--- src/common/rob_pkg.sv ---
`default_nettype none

package rob_pkg;

	localparam int XLEN      = 32;
	localparam int ROB_DEPTH = 8;
	localparam int TAG_W     = 3;
	// branch, arithmetic and load/store completion ports
	localparam int CPL_PORTS = 3;

	// rv32i major opcodes, encoded as in the ISA
	typedef enum logic [6:0] {
		op_lui   = 7'b0110111,
		op_auipc = 7'b0010111,
		op_jal   = 7'b1101111,
		op_jalr  = 7'b1100111,
		op_br    = 7'b1100011,
		op_load  = 7'b0000011,
		op_store = 7'b0100011,
		op_imm   = 7'b0010011,
		op_reg   = 7'b0110011
	} opcode_e;

	typedef enum logic [1:0] {
		unit_br,
		unit_acu,
		unit_lsq,
		unit_none
	} unit_e;

	typedef struct packed {
		opcode_e          opcode;
		logic [XLEN-1:0]  pc;
		logic [4:0]       rd;
		logic             br_pred;
		logic [XLEN-1:0]  branch_pc;
	} instr_info_t;

	typedef struct packed {
		instr_info_t      info;
		logic [XLEN-1:0]  data;
		logic             done;
		logic             valid;
	} rob_entry_t;

	// head entry handed over to commit
	typedef struct packed {
		instr_info_t      info;
		logic [XLEN-1:0]  data;
	} retire_t;

endpackage

`default_nettype wire

--- src/common/cpl_if.sv ---
`timescale 1ns/1ps
`default_nettype none

// one execution result, written back into its rob entry
interface cpl_if;
	logic                       valid;
	logic [rob_pkg::TAG_W-1:0]  tag;
	logic [rob_pkg::XLEN-1:0]   data;
	// branch outcome, only meaningful on the branch port
	logic                       taken;

	modport source (
		output valid, tag, data, taken
	);

	modport sink (
		input valid, tag, data, taken
	);
endinterface

`default_nettype wire

--- src/dispatch_stage.sv ---
`timescale 1ns/1ps
`default_nettype none

module dispatch_stage (
	input  logic                        clk,
	input  logic                        rst,
	input  logic                        issue_valid_i,
	input  logic                        stall_br_i,
	input  logic                        stall_acu_i,
	input  logic                        stall_lsq_i,
	input  logic                        full_i,
	input  logic                        retiring_i,
	input  logic                        flush_i,
	input  rob_pkg::instr_info_t        issue_info_i,
	input  logic [rob_pkg::TAG_W-1:0]   tail_tag_i,
	output logic                        issue_accept_o,
	output logic                        load_br_o,
	output logic                        load_acu_o,
	output logic                        load_lsq_o,
	output logic                        reg_write_o,
	output logic                        alloc_o,
	output rob_pkg::instr_info_t        alloc_info_o,
	output logic [rob_pkg::TAG_W-1:0]   issue_tag_o
);
	rob_pkg::unit_e unit;
	logic           unit_stall;
	logic           has_space;
	logic           accept;

	// lui goes to the lsq, the same as loads and stores
	always_comb begin
		case (issue_info_i.opcode)
			rob_pkg::op_br, rob_pkg::op_jal, rob_pkg::op_jalr:    unit = rob_pkg::unit_br;
			rob_pkg::op_lui, rob_pkg::op_load, rob_pkg::op_store: unit = rob_pkg::unit_lsq;
			rob_pkg::op_auipc, rob_pkg::op_imm, rob_pkg::op_reg:  unit = rob_pkg::unit_acu;
			default:                                              unit = rob_pkg::unit_none;
		endcase
	end

	always_comb begin
		case (unit)
			rob_pkg::unit_br:  unit_stall = stall_br_i;
			rob_pkg::unit_acu: unit_stall = stall_acu_i;
			rob_pkg::unit_lsq: unit_stall = stall_lsq_i;
			// illegal opcode never issues
			default:           unit_stall = 1'b1;
		endcase
	end

	// a full buffer still takes one if the head leaves this cycle
	assign has_space = !full_i || retiring_i;
	assign accept    = issue_valid_i && !flush_i && !unit_stall && has_space;

	assign issue_accept_o = accept;
	assign alloc_o        = accept;
	assign alloc_info_o   = issue_info_i;
	assign issue_tag_o    = tail_tag_i;

	assign load_br_o  = accept && (unit == rob_pkg::unit_br);
	assign load_acu_o = accept && (unit == rob_pkg::unit_acu);
	assign load_lsq_o = accept && (unit == rob_pkg::unit_lsq);

	assign reg_write_o = accept && (issue_info_i.opcode != rob_pkg::op_br) &&
		(issue_info_i.opcode != rob_pkg::op_store);

	a_one_load: assert property (@(posedge clk) disable iff (rst)
		$onehot0({load_br_o, load_acu_o, load_lsq_o}))
		else $error("more than one reservation station loaded");

endmodule

`default_nettype wire

--- src/rob/reorder_buffer.sv ---
`timescale 1ns/1ps
`default_nettype none

module reorder_buffer (
	input  logic                        clk,
	input  logic                        rst,
	input  logic                        alloc_i,
	input  rob_pkg::instr_info_t        alloc_info_i,
	cpl_if.sink                         cpl_br,
	cpl_if.sink                         cpl_acu,
	cpl_if.sink                         cpl_lsq,
	input  logic                        commit_ready_i,
	output logic                        full_o,
	output logic                        retiring_o,
	output logic [rob_pkg::TAG_W-1:0]   tail_tag_o,
	output logic                        retire_valid_o,
	output rob_pkg::retire_t            retire_o,
	output logic                        flush_valid_o,
	output logic [rob_pkg::XLEN-1:0]    flush_pc_o
);
	rob_pkg::rob_entry_t mem [rob_pkg::ROB_DEPTH];

	logic [rob_pkg::TAG_W-1:0]      head;
	logic [rob_pkg::TAG_W-1:0]      tail;
	logic [rob_pkg::TAG_W:0]        count;
	// slots cut by a flush and not yet reused
	logic [rob_pkg::ROB_DEPTH-1:0]  killed;

	logic [rob_pkg::CPL_PORTS-1:0]  cpl_valid;
	logic [rob_pkg::TAG_W-1:0]      cpl_tag  [rob_pkg::CPL_PORTS];
	logic [rob_pkg::XLEN-1:0]       cpl_data [rob_pkg::CPL_PORTS];

	rob_pkg::rob_entry_t            br_ent;
	logic                           br_hit;
	logic                           mispredict;
	logic [rob_pkg::XLEN-1:0]       redirect_pc;
	logic [rob_pkg::TAG_W-1:0]      br_offset;
	logic [rob_pkg::TAG_W:0]        keep_count;
	logic [rob_pkg::ROB_DEPTH-1:0]  kill_mask;
	logic                           alloc_ok;

	assign cpl_valid   = {cpl_lsq.valid, cpl_acu.valid, cpl_br.valid};
	assign cpl_tag[0]  = cpl_br.tag;
	assign cpl_tag[1]  = cpl_acu.tag;
	assign cpl_tag[2]  = cpl_lsq.tag;
	assign cpl_data[0] = cpl_br.data;
	assign cpl_data[1] = cpl_acu.data;
	assign cpl_data[2] = cpl_lsq.data;

	assign full_o         = (count == (rob_pkg::TAG_W+1)'(rob_pkg::ROB_DEPTH));
	assign tail_tag_o     = tail;
	assign retiring_o     = commit_ready_i && mem[head].valid && mem[head].done;
	assign retire_valid_o = retiring_o;
	assign retire_o.info  = mem[head].info;
	assign retire_o.data  = mem[head].data;

	// branch result against its prediction
	assign br_ent = mem[cpl_br.tag];
	assign br_hit = cpl_br.valid && br_ent.valid;

	always_comb begin
		mispredict  = 1'b0;
		redirect_pc = br_ent.info.pc + 32'd4;
		case (br_ent.info.opcode)
			rob_pkg::op_br: begin
				mispredict = br_hit && (cpl_br.taken != br_ent.info.br_pred);
				if (cpl_br.taken)
					redirect_pc = br_ent.info.branch_pc;
			end
			// jalr: result data is the real target
			rob_pkg::op_jalr: begin
				mispredict  = br_hit && (cpl_br.data != br_ent.info.branch_pc);
				redirect_pc = cpl_br.data;
			end
			default: ;
		endcase
	end

	assign br_offset  = cpl_br.tag - head;
	assign keep_count = {1'b0, br_offset} + 1'b1;

	// everything after the branch up to the old tail
	always_comb begin
		logic [rob_pkg::TAG_W-1:0] off;
		for (int i = 0; i < rob_pkg::ROB_DEPTH; i++) begin
			off          = rob_pkg::TAG_W'(i) - head;
			kill_mask[i] = (off > br_offset) && ({1'b0, off} < count);
		end
	end

	// wrong-path instruction dispatched in the flush cycle is dropped
	assign alloc_ok = alloc_i && !mispredict;

	always_ff @(posedge clk) begin
		if (rst) begin
			head          <= '0;
			tail          <= '0;
			count         <= '0;
			killed        <= '0;
			flush_valid_o <= 1'b0;
			for (int i = 0; i < rob_pkg::ROB_DEPTH; i++)
				mem[i].valid <= 1'b0;
		end else begin
			flush_valid_o <= mispredict;
			if (mispredict)
				flush_pc_o <= redirect_pc;

			for (int p = 0; p < rob_pkg::CPL_PORTS; p++) begin
				if (cpl_valid[p] && mem[cpl_tag[p]].valid) begin
					mem[cpl_tag[p]].done <= 1'b1;
					mem[cpl_tag[p]].data <= cpl_data[p];
				end
			end

			if (retiring_o) begin
				mem[head].valid <= 1'b0;
				head            <= head + 1'b1;
			end

			if (mispredict) begin
				for (int i = 0; i < rob_pkg::ROB_DEPTH; i++) begin
					if (kill_mask[i]) begin
						mem[i].valid <= 1'b0;
						killed[i]    <= 1'b1;
					end
				end
				tail  <= cpl_br.tag + 1'b1;
				count <= keep_count - {{rob_pkg::TAG_W{1'b0}}, retiring_o};
			end else begin
				case ({alloc_ok, retiring_o})
					2'b10:   count <= count + 1'b1;
					2'b01:   count <= count - 1'b1;
					default: count <= count;
				endcase
				if (alloc_ok) begin
					mem[tail].info  <= alloc_info_i;
					mem[tail].data  <= '0;
					mem[tail].done  <= 1'b0;
					mem[tail].valid <= 1'b1;
					killed[tail]    <= 1'b0;
					tail            <= tail + 1'b1;
				end
			end
		end
	end

	a_no_alloc_full: assert property (@(posedge clk) disable iff (rst)
		alloc_i |-> (!full_o || retiring_o))
		else $error("allocation into a full reorder buffer");

	// a late result may still arrive for a flushed slot
	for (genvar p = 0; p < rob_pkg::CPL_PORTS; p++) begin : g_cpl_chk
		a_cpl_tag: assert property (@(posedge clk) disable iff (rst)
			cpl_valid[p] |-> (mem[cpl_tag[p]].valid || killed[cpl_tag[p]]))
			else $error("completion for unoccupied tag %0d", cpl_tag[p]);
	end

endmodule

`default_nettype wire

--- src/commit_stage.sv ---
`timescale 1ns/1ps
`default_nettype none

module commit_stage (
	input  logic                        clk,
	input  logic                        rst,
	input  logic                        retire_valid_i,
	input  rob_pkg::retire_t            retire_i,
	output logic                        ready_o,
	output logic                        wb_valid_o,
	output logic [4:0]                  wb_rd_o,
	output logic [rob_pkg::XLEN-1:0]    wb_data_o,
	output logic                        bru_update_o,
	output logic                        bru_taken_o,
	output logic [rob_pkg::XLEN-1:0]    bru_pc_o
);
	logic                       writes_rd;
	logic                       is_branch;
	logic [rob_pkg::XLEN-1:0]   wb_value;

	assign is_branch = (retire_i.info.opcode == rob_pkg::op_br);
	assign writes_rd = !is_branch && (retire_i.info.opcode != rob_pkg::op_store) &&
		(retire_i.info.rd != 5'd0);

	// jumps write the link address
	always_comb begin
		case (retire_i.info.opcode)
			rob_pkg::op_jal, rob_pkg::op_jalr: wb_value = retire_i.info.pc + 32'd4;
			default:                           wb_value = retire_i.data;
		endcase
	end

	always_ff @(posedge clk) begin
		if (rst) begin
			ready_o      <= 1'b0;
			wb_valid_o   <= 1'b0;
			bru_update_o <= 1'b0;
		end else begin
			// takes one entry every cycle once out of reset
			ready_o      <= 1'b1;
			wb_valid_o   <= retire_valid_i && writes_rd;
			bru_update_o <= retire_valid_i && is_branch;
		end
	end

	always_ff @(posedge clk) begin
		wb_rd_o   <= retire_i.info.rd;
		wb_data_o <= wb_value;
		// branch result data holds the outcome in bit 0
		bru_taken_o <= retire_i.data[0];
		bru_pc_o    <= retire_i.info.pc;
	end

endmodule

`default_nettype wire

--- src/ooo_commit_top.sv ---
`timescale 1ns/1ps
`default_nettype none

module ooo_commit_top (
	input  logic                        clk,
	input  logic                        rst,
	input  logic                        issue_valid_i,
	input  logic [6:0]                  issue_opcode_i,
	input  logic [rob_pkg::XLEN-1:0]    issue_pc_i,
	input  logic [4:0]                  issue_rd_i,
	input  logic                        issue_br_pred_i,
	input  logic [rob_pkg::XLEN-1:0]    issue_branch_pc_i,
	input  logic                        stall_br_i,
	input  logic                        stall_acu_i,
	input  logic                        stall_lsq_i,
	input  logic                        cpl_br_valid_i,
	input  logic [rob_pkg::TAG_W-1:0]   cpl_br_tag_i,
	input  logic [rob_pkg::XLEN-1:0]    cpl_br_data_i,
	input  logic                        cpl_acu_valid_i,
	input  logic [rob_pkg::TAG_W-1:0]   cpl_acu_tag_i,
	input  logic [rob_pkg::XLEN-1:0]    cpl_acu_data_i,
	input  logic                        cpl_lsq_valid_i,
	input  logic [rob_pkg::TAG_W-1:0]   cpl_lsq_tag_i,
	input  logic [rob_pkg::XLEN-1:0]    cpl_lsq_data_i,
	output logic                        issue_accept_o,
	output logic [rob_pkg::TAG_W-1:0]   issue_tag_o,
	output logic                        load_br_o,
	output logic                        load_acu_o,
	output logic                        load_lsq_o,
	output logic                        reg_write_o,
	output logic                        wb_valid_o,
	output logic [4:0]                  wb_rd_o,
	output logic [rob_pkg::XLEN-1:0]    wb_data_o,
	output logic                        bru_update_o,
	output logic                        bru_taken_o,
	output logic [rob_pkg::XLEN-1:0]    bru_pc_o,
	output logic                        flush_valid_o,
	output logic [rob_pkg::XLEN-1:0]    flush_pc_o
);
	rob_pkg::instr_info_t       issue_info;
	rob_pkg::instr_info_t       alloc_info;
	rob_pkg::retire_t           retire;
	logic                       alloc;
	logic                       full;
	logic                       retiring;
	logic                       retire_valid;
	logic                       commit_ready;
	logic [rob_pkg::TAG_W-1:0]  tail_tag;

	cpl_if cpl_br ();
	cpl_if cpl_acu ();
	cpl_if cpl_lsq ();

	assign issue_info.opcode    = rob_pkg::opcode_e'(issue_opcode_i);
	assign issue_info.pc        = issue_pc_i;
	assign issue_info.rd        = issue_rd_i;
	assign issue_info.br_pred   = issue_br_pred_i;
	assign issue_info.branch_pc = issue_branch_pc_i;

	assign cpl_br.valid  = cpl_br_valid_i;
	assign cpl_br.tag    = cpl_br_tag_i;
	assign cpl_br.data   = cpl_br_data_i;
	assign cpl_br.taken  = cpl_br_data_i[0];
	assign cpl_acu.valid = cpl_acu_valid_i;
	assign cpl_acu.tag   = cpl_acu_tag_i;
	assign cpl_acu.data  = cpl_acu_data_i;
	assign cpl_acu.taken = 1'b0;
	assign cpl_lsq.valid = cpl_lsq_valid_i;
	assign cpl_lsq.tag   = cpl_lsq_tag_i;
	assign cpl_lsq.data  = cpl_lsq_data_i;
	assign cpl_lsq.taken = 1'b0;

	dispatch_stage u_dispatch_stage (
		.clk            (clk),
		.rst            (rst),
		.issue_valid_i  (issue_valid_i),
		.stall_br_i     (stall_br_i),
		.stall_acu_i    (stall_acu_i),
		.stall_lsq_i    (stall_lsq_i),
		.full_i         (full),
		.retiring_i     (retiring),
		.flush_i        (flush_valid_o),
		.issue_info_i   (issue_info),
		.tail_tag_i     (tail_tag),
		.issue_accept_o (issue_accept_o),
		.load_br_o      (load_br_o),
		.load_acu_o     (load_acu_o),
		.load_lsq_o     (load_lsq_o),
		.reg_write_o    (reg_write_o),
		.alloc_o        (alloc),
		.alloc_info_o   (alloc_info),
		.issue_tag_o    (issue_tag_o)
	);

	reorder_buffer u_reorder_buffer (
		.clk            (clk),
		.rst            (rst),
		.alloc_i        (alloc),
		.alloc_info_i   (alloc_info),
		.cpl_br         (cpl_br.sink),
		.cpl_acu        (cpl_acu.sink),
		.cpl_lsq        (cpl_lsq.sink),
		.commit_ready_i (commit_ready),
		.full_o         (full),
		.retiring_o     (retiring),
		.tail_tag_o     (tail_tag),
		.retire_valid_o (retire_valid),
		.retire_o       (retire),
		.flush_valid_o  (flush_valid_o),
		.flush_pc_o     (flush_pc_o)
	);

	commit_stage u_commit_stage (
		.clk            (clk),
		.rst            (rst),
		.retire_valid_i (retire_valid),
		.retire_i       (retire),
		.ready_o        (commit_ready),
		.wb_valid_o     (wb_valid_o),
		.wb_rd_o        (wb_rd_o),
		.wb_data_o      (wb_data_o),
		.bru_update_o   (bru_update_o),
		.bru_taken_o    (bru_taken_o),
		.bru_pc_o       (bru_pc_o)
	);

endmodule

`default_nettype wire

--- config.mk ---
export PLATFORM = sky130hd
export DESIGN_NAME = ooo_commit_top
export DESIGN_NICKNAME = d
export VERILOG_FILES = /design/src/common/rob_pkg.sv /design/src/common/cpl_if.sv /design/src/dispatch_stage.sv /design/src/rob/reorder_buffer.sv /design/src/commit_stage.sv /design/src/ooo_commit_top.sv
export SDC_FILE = /design/constraint.sdc
export NUM_CORES = 2
export LEC_CHECK = 0
export BUFFER_PORTS_ARGS = -buffer_cell sky130_fd_sc_hd__buf_4
export CAP_MARGIN = 5
export CORE_AREA = 2 2 356 358
export DETAILED_ROUTE_END_ITERATION = 8
export DIE_AREA = 0 0 358 360
export MAX_ROUTING_LAYER = met4
export PLACE_DENSITY = 0.56
export SYNTH_ARGS = -nofsm -noshare
export SYNTH_HDL_FRONTEND = slang
export SYNTH_SLANG_ARGS = --single-unit
--- constraint.sdc ---
create_clock -name clk -period 6.7 [get_ports clk]
set_clock_uncertainty 0.05 [all_clocks]
set_input_delay 0.67 -clock clk [delete_from_list [all_inputs] [get_ports clk]]
set_output_delay 0.67 -clock clk [all_outputs]
set_load 0.005 [all_outputs]
# Word level (Yosys, flattened, before mapping)
# Memory sizes are Yosys's and may differ from the RTL's. A register that Yosys moved wholly into a read port is not among the register bits.
# Index checks and enable logic that the tools add are counted.
# word_totals
ff_bits	116
latch_bits	0
mem_bits_rw	888
romBits	0
output_inout_bits	113
wordCells	226
mem_count	1
# classes
addsub	18
multipliers	0
div_mod_pow	0
n_lt_le_gt_ge	16
n_eq_ne	28
n_shift	0
n_mux	74
bitwise	33
reduce_logical	44
# memory_table
name	words	width	read_ports	rd_clocked_by_memory_dff	write_ports	line	rtl
u_reorder_buffer.mem	8	111	4	1	12	reorder_buffer.sv:21	rob_pkg::rob_entry_t mem [rob_pkg::ROB_DEPTH];
# ops
cell	n
$mux 111	1
$reduce_or 111->1	1
$add 32x3->32 const B	2
$mux 32	2
$pmux 32 s2	1
$mux 1	59
$eq 7x7->1 const B	8
$lt 3x4->1	8
$ne 32x32->1	1
$logic_and 1x1->1	28
$gt 3x3->1	8
$eq 7x6->1 const B	3
$mux 3	5
$eq 7x5->1 const B	2
$ne 7x6->1 const B	2
$and 1x1->1	12
$eq 3x3->1	4
$sub 3x3->3 const A	4
$add 3x1->3 const B	3
$not 1->1	9
$reduce_or 3->1	3
$or 1x1->1	8
$pmux 4 s2	1
$eq 7x2->1 const B	1
26 further kinds	37

# Logic depth before layout (Yosys ltp)
# depth
word_depth	16
depth_mapped	22
depth_no_buf	16

# Modules after synthesis
# From an unflattened synthesis, not the netlist that was laid out.
# hier_totals
hier_cells	4216
area_unflattened_um2	51864.7
# by_module_without_submodules
mod	n_inst	cells_each	area_each_um2
reorder_buffer	1	3856	48586.6
commit_stage	1	258	2512.4
dispatch_stage	1	101	762.0
ooo_commit_top	1	1	3.8

# Worst setup path before layout
# OpenSTA, ideal clock, no wires.
# synth_path
path_kind	input -> register
startpoint	input cpl_br_tag_i[2] (netlist name)
endpoint	memory u_reorder_buffer.mem[7][100] (netlist name) (enable)
setup_ps	513
arrival_time_ps	6063
path_slack_ps	74
stages	11
path_buffers	3
path_cell_list	buf_4 -> buf_2 -> buf_1 -> mux4_2 -> mux2i_1 -> xnor2_1 -> nor4_1 -> nand4_1 -> o21ai_1 -> nand3_1 -> nor2_1
# synth_lines
item	line	rtl
start, declared	ooo_commit_top.sv:17	input logic [rob_pkg::TAG_W-1:0] cpl_br_tag_i,
end, declared	reorder_buffer.sv:21	

==> results.toml <==
[synthesis]
synth_top_cells_by_area = "edfxtp_1 39%, dfxtp_1 14%, mux2i_1 13%"
async_flop_share_pct = 0
synth_xor_area_share_pct = 1.76
yosysSeqAreaShare_pct = 53.5
synth_compound_area_share_pct = 7.64
synth_largest_area_cell = "edfxtp_1"
synth_top_family_by_area = "multiplexers"
yosys_most_used_dff = "edfxtp_1"
synth_top_cell_area_share_pct = 39.1
synthAdderAreaFrac_pct = 1.07
yosys_warnings = 0
synth-simple-area-share_pct = 8.28
synthCells = 4036
synth_edf_count = 648
ys_seq_elements = 1007
yosysUniqueCellTypes = 84
synth.avg_cell_area_um2 = 12.3
synthMostInstantiatedCell = "edfxtp_1"
syn_nets = 4269
syn_area_um2 = 49800
synthMuxAreaShare_pct = 23.8
synth_top_cells_by_count = "648 x edfxtp_1, 622 x mux2i_1, 411 x nor2_1, 359 x dfxtp_1, 302 x nand2_1"

[clock_tree]
cts-resized-gates = 0
htreeDepth = 3
clkSlewWorstSetupHoldPaths_ps = 60
insertion_delay_ps = 740
post-cts-setup-buffers = 0
cts-hold-fix-buffers = 0
numCtsBuffers = 111
cts_sinks = 1007
clockRootBuffer = "clkbuf_16"
cts_tree = "yes"
clockBufferDepth = 3

[die]
start_util_pct = 39.8
die_x_um = 358
core_um2 = 125000
die_area_um2 = 129000
boundaryPins = 304
row_count = 130
die_h_um = 360

[cells_and_area]
fin_nets = 4405
drive_gt1_share_pct = 21.9
filler_cell_count = 11246
syn2layout_area_growth_pct = 15.4

[routing]
ant_nets = 0
via_count = 35140
viasPerCell = 5.90
route.detailed.drc = 0
wl_per_cell_um = 30.6
wirelength_mm = 182
drtPass1Iterations = 5
drtIter0Drc = 4107

[worst_setup_path]
path_max_fanout = 44
rrSetupSlack_ps = 1990
worstPathRequired_ps = 7040
path_cells = "buf_4 -> and2_1 -> a22oi_1 -> nand2_1 -> xnor2_1 -> nor4_1 -> nand4_1 -> o21a_1 -> buf_4 -> nor4_4 -> buf_12"
endpoint_kind = "flop"
cp_common_cell = "buf_4"
ff2ff_path_depth = 9
cp.arrival_ps = 5250
critPathMaxStageDelay_ps = 1080
setup.worst_path.start_class = "input pin"
crit_type = "input pin to flop"
cpMaxStageDelayCell = "nor4_4"
worstReg2RegEnd = "u_commit_stage.wb_data_o[27]"

[min_path]
hold_path_end = "u_reorder_buffer.mem[5][50]"
hold_depth = 1
holdCritPathClass = "input pin to flop"
hp-start = "issue_branch_pc_i[16]"

[global_route]
grt_first_pass_wirelength_mm = 256
grtUsageTotal_pct = 28.5
grt_pass1_vias = 34039
antenna_found_initial = 39
grt_max_degree = 95
grt_overflow = 0

[placement]
hpwl_mm = 116
dpl_worst_slack_ps = 1180
place.gp.congestion = 0.929
numPortBuffers = 303

[power_and_ir_drop]
ir_worst_vdd_mv = 0.264
power_density_nw_per_um2 = 264
p_leak_nw = 20.5

[timing]
worstMarginPinSlew_ps = 1330
setup_violations = 0
min_period_ps = 4910
max_freq_mhz = 204
hold_violations = 0
tns_ps = 0
relSlewSlack_pct = 10.7
setup_slack_ps = 1790
slew_viol_final = 0
rsz0062_at_grt = "false"
post-route-period-util_pct = 73.2

[job]
cap_violations = 0

[status]
status = "finished clean"
-- worst max-delay path: cells and delay by family --
family | cells | cell delay [ps]
AO/OA/AOI/OAI | 2 | 460
AND/OR/NAND/NOR | 5 | 2800
buffers and inverters | 3 | 1110
XOR/XNOR | 1 | 90
-- layout by cell type, fill, tap and decap left out, types with 50 or more instances in the layout --
cell type  netlist  final
o21ai_0        252    252
mux4_2         197    197
mux2_2         101    101
a22oi_1         50     50
edfxtp_1       648    648
a21oi_1        123    123
nor2_1         411    407
buf_4           23    380
dfxtp_1        359    356
clkbuf_16        0    114
mux2i_1        622    622
xnor2_1         65     65
nand2_1        302    299
-- worst max path at each step --
stage	depth (start not counted)	start	to
finish	11	cpl_br_tag_i[0]	u_reorder_buffer.mem[2][68]
detailed placement	11	cpl_br_tag_i[0]	u_reorder_buffer.mem[2][68]
global route	20	cpl_br_tag_i[0]	u_reorder_buffer.count[2]
floorplan	11	cpl_br_tag_i[2]	u_reorder_buffer.mem[7][100]
global placement	11	cpl_br_tag_i[0]	u_reorder_buffer.mem[2][68]
CTS	18	cpl_br_tag_i[0]	u_reorder_buffer.count[2]
-- cell type report --
cell class                 instances  area, um2  share of cell area [%]
sequential                      1007      26700                    46.4
multi-input combinational       2601      21300                    37.0
timing repair buffer             401       3260                    5.67
clock buffer                     162       3220                    5.61
tap                             1650       2060                    3.59
clock inverter                    48        687                    1.20
inverter                          50        188                   0.327
antenna                           34       85.1                   0.148
-- kinds of logic after synthesis --
family,count (synthesis)
simple gates,919
buf+inv,428
mux,922
flops,1007
compound gates,618
xor+xnor,100
fa+ha+maj,42
-- report_power, final --
group | switching, mW | internal [mW] | total, mW | leakage, nW
sequential | 0.184 | 6.97 | 7.15 | 8.81
combinational | 0.831 | 0.641 | 1.47 | 9.81
clock | 2.65 | 3.88 | 6.54 | 1.92
-- registers in the layout, indices dropped and copies added (netlist names), named ones only --
name and flops:
u_commit_stage.bru_pc_o 32, u_commit_stage.bru_taken_o 1, u_commit_stage.bru_update_o 1, u_commit_stage.ready_o 1, u_commit_stage.wb_data_o 32, u_commit_stage.wb_rd_o 5
u_commit_stage.wb_valid_o 1, u_reorder_buffer.count 4, u_reorder_buffer.flush_pc_o 32, u_reorder_buffer.flush_valid_o 1, u_reorder_buffer.head 3, u_reorder_buffer.mem 888
u_reorder_buffer.tail_tag_o 3
-- routing by layer --
layer	track usage, %	up-vias	part of all wire (%)
met2	41.5	1734	44
met1	37.8	17722	42
met5	-	-	0
li1	-	15345	-
met3	7.48	339	10
met4	11.2	0	3.8
-- metrics by stage --
stage / utilization (%) / power [mW] / area [um2] / instances / hold slack [ps]
after floorplan: - / 8.12 / 49800 / 4036 / 376
after global placement: 42.8 / 8.70 / 53400 / 5709 / 384
after detailed placement: 42.8 / 8.72 / 53400 / 5709 / 395
after CTS: 45.9 / 15.2 / 57300 / 5919 / 91.1
after global routing: 46.0 / 15.6 / 57400 / 5949 / 118
final: 46.0 / 15.2 / 57400 / 5953 / 126
No activity file was read; power rests on OpenSTA's default activity.
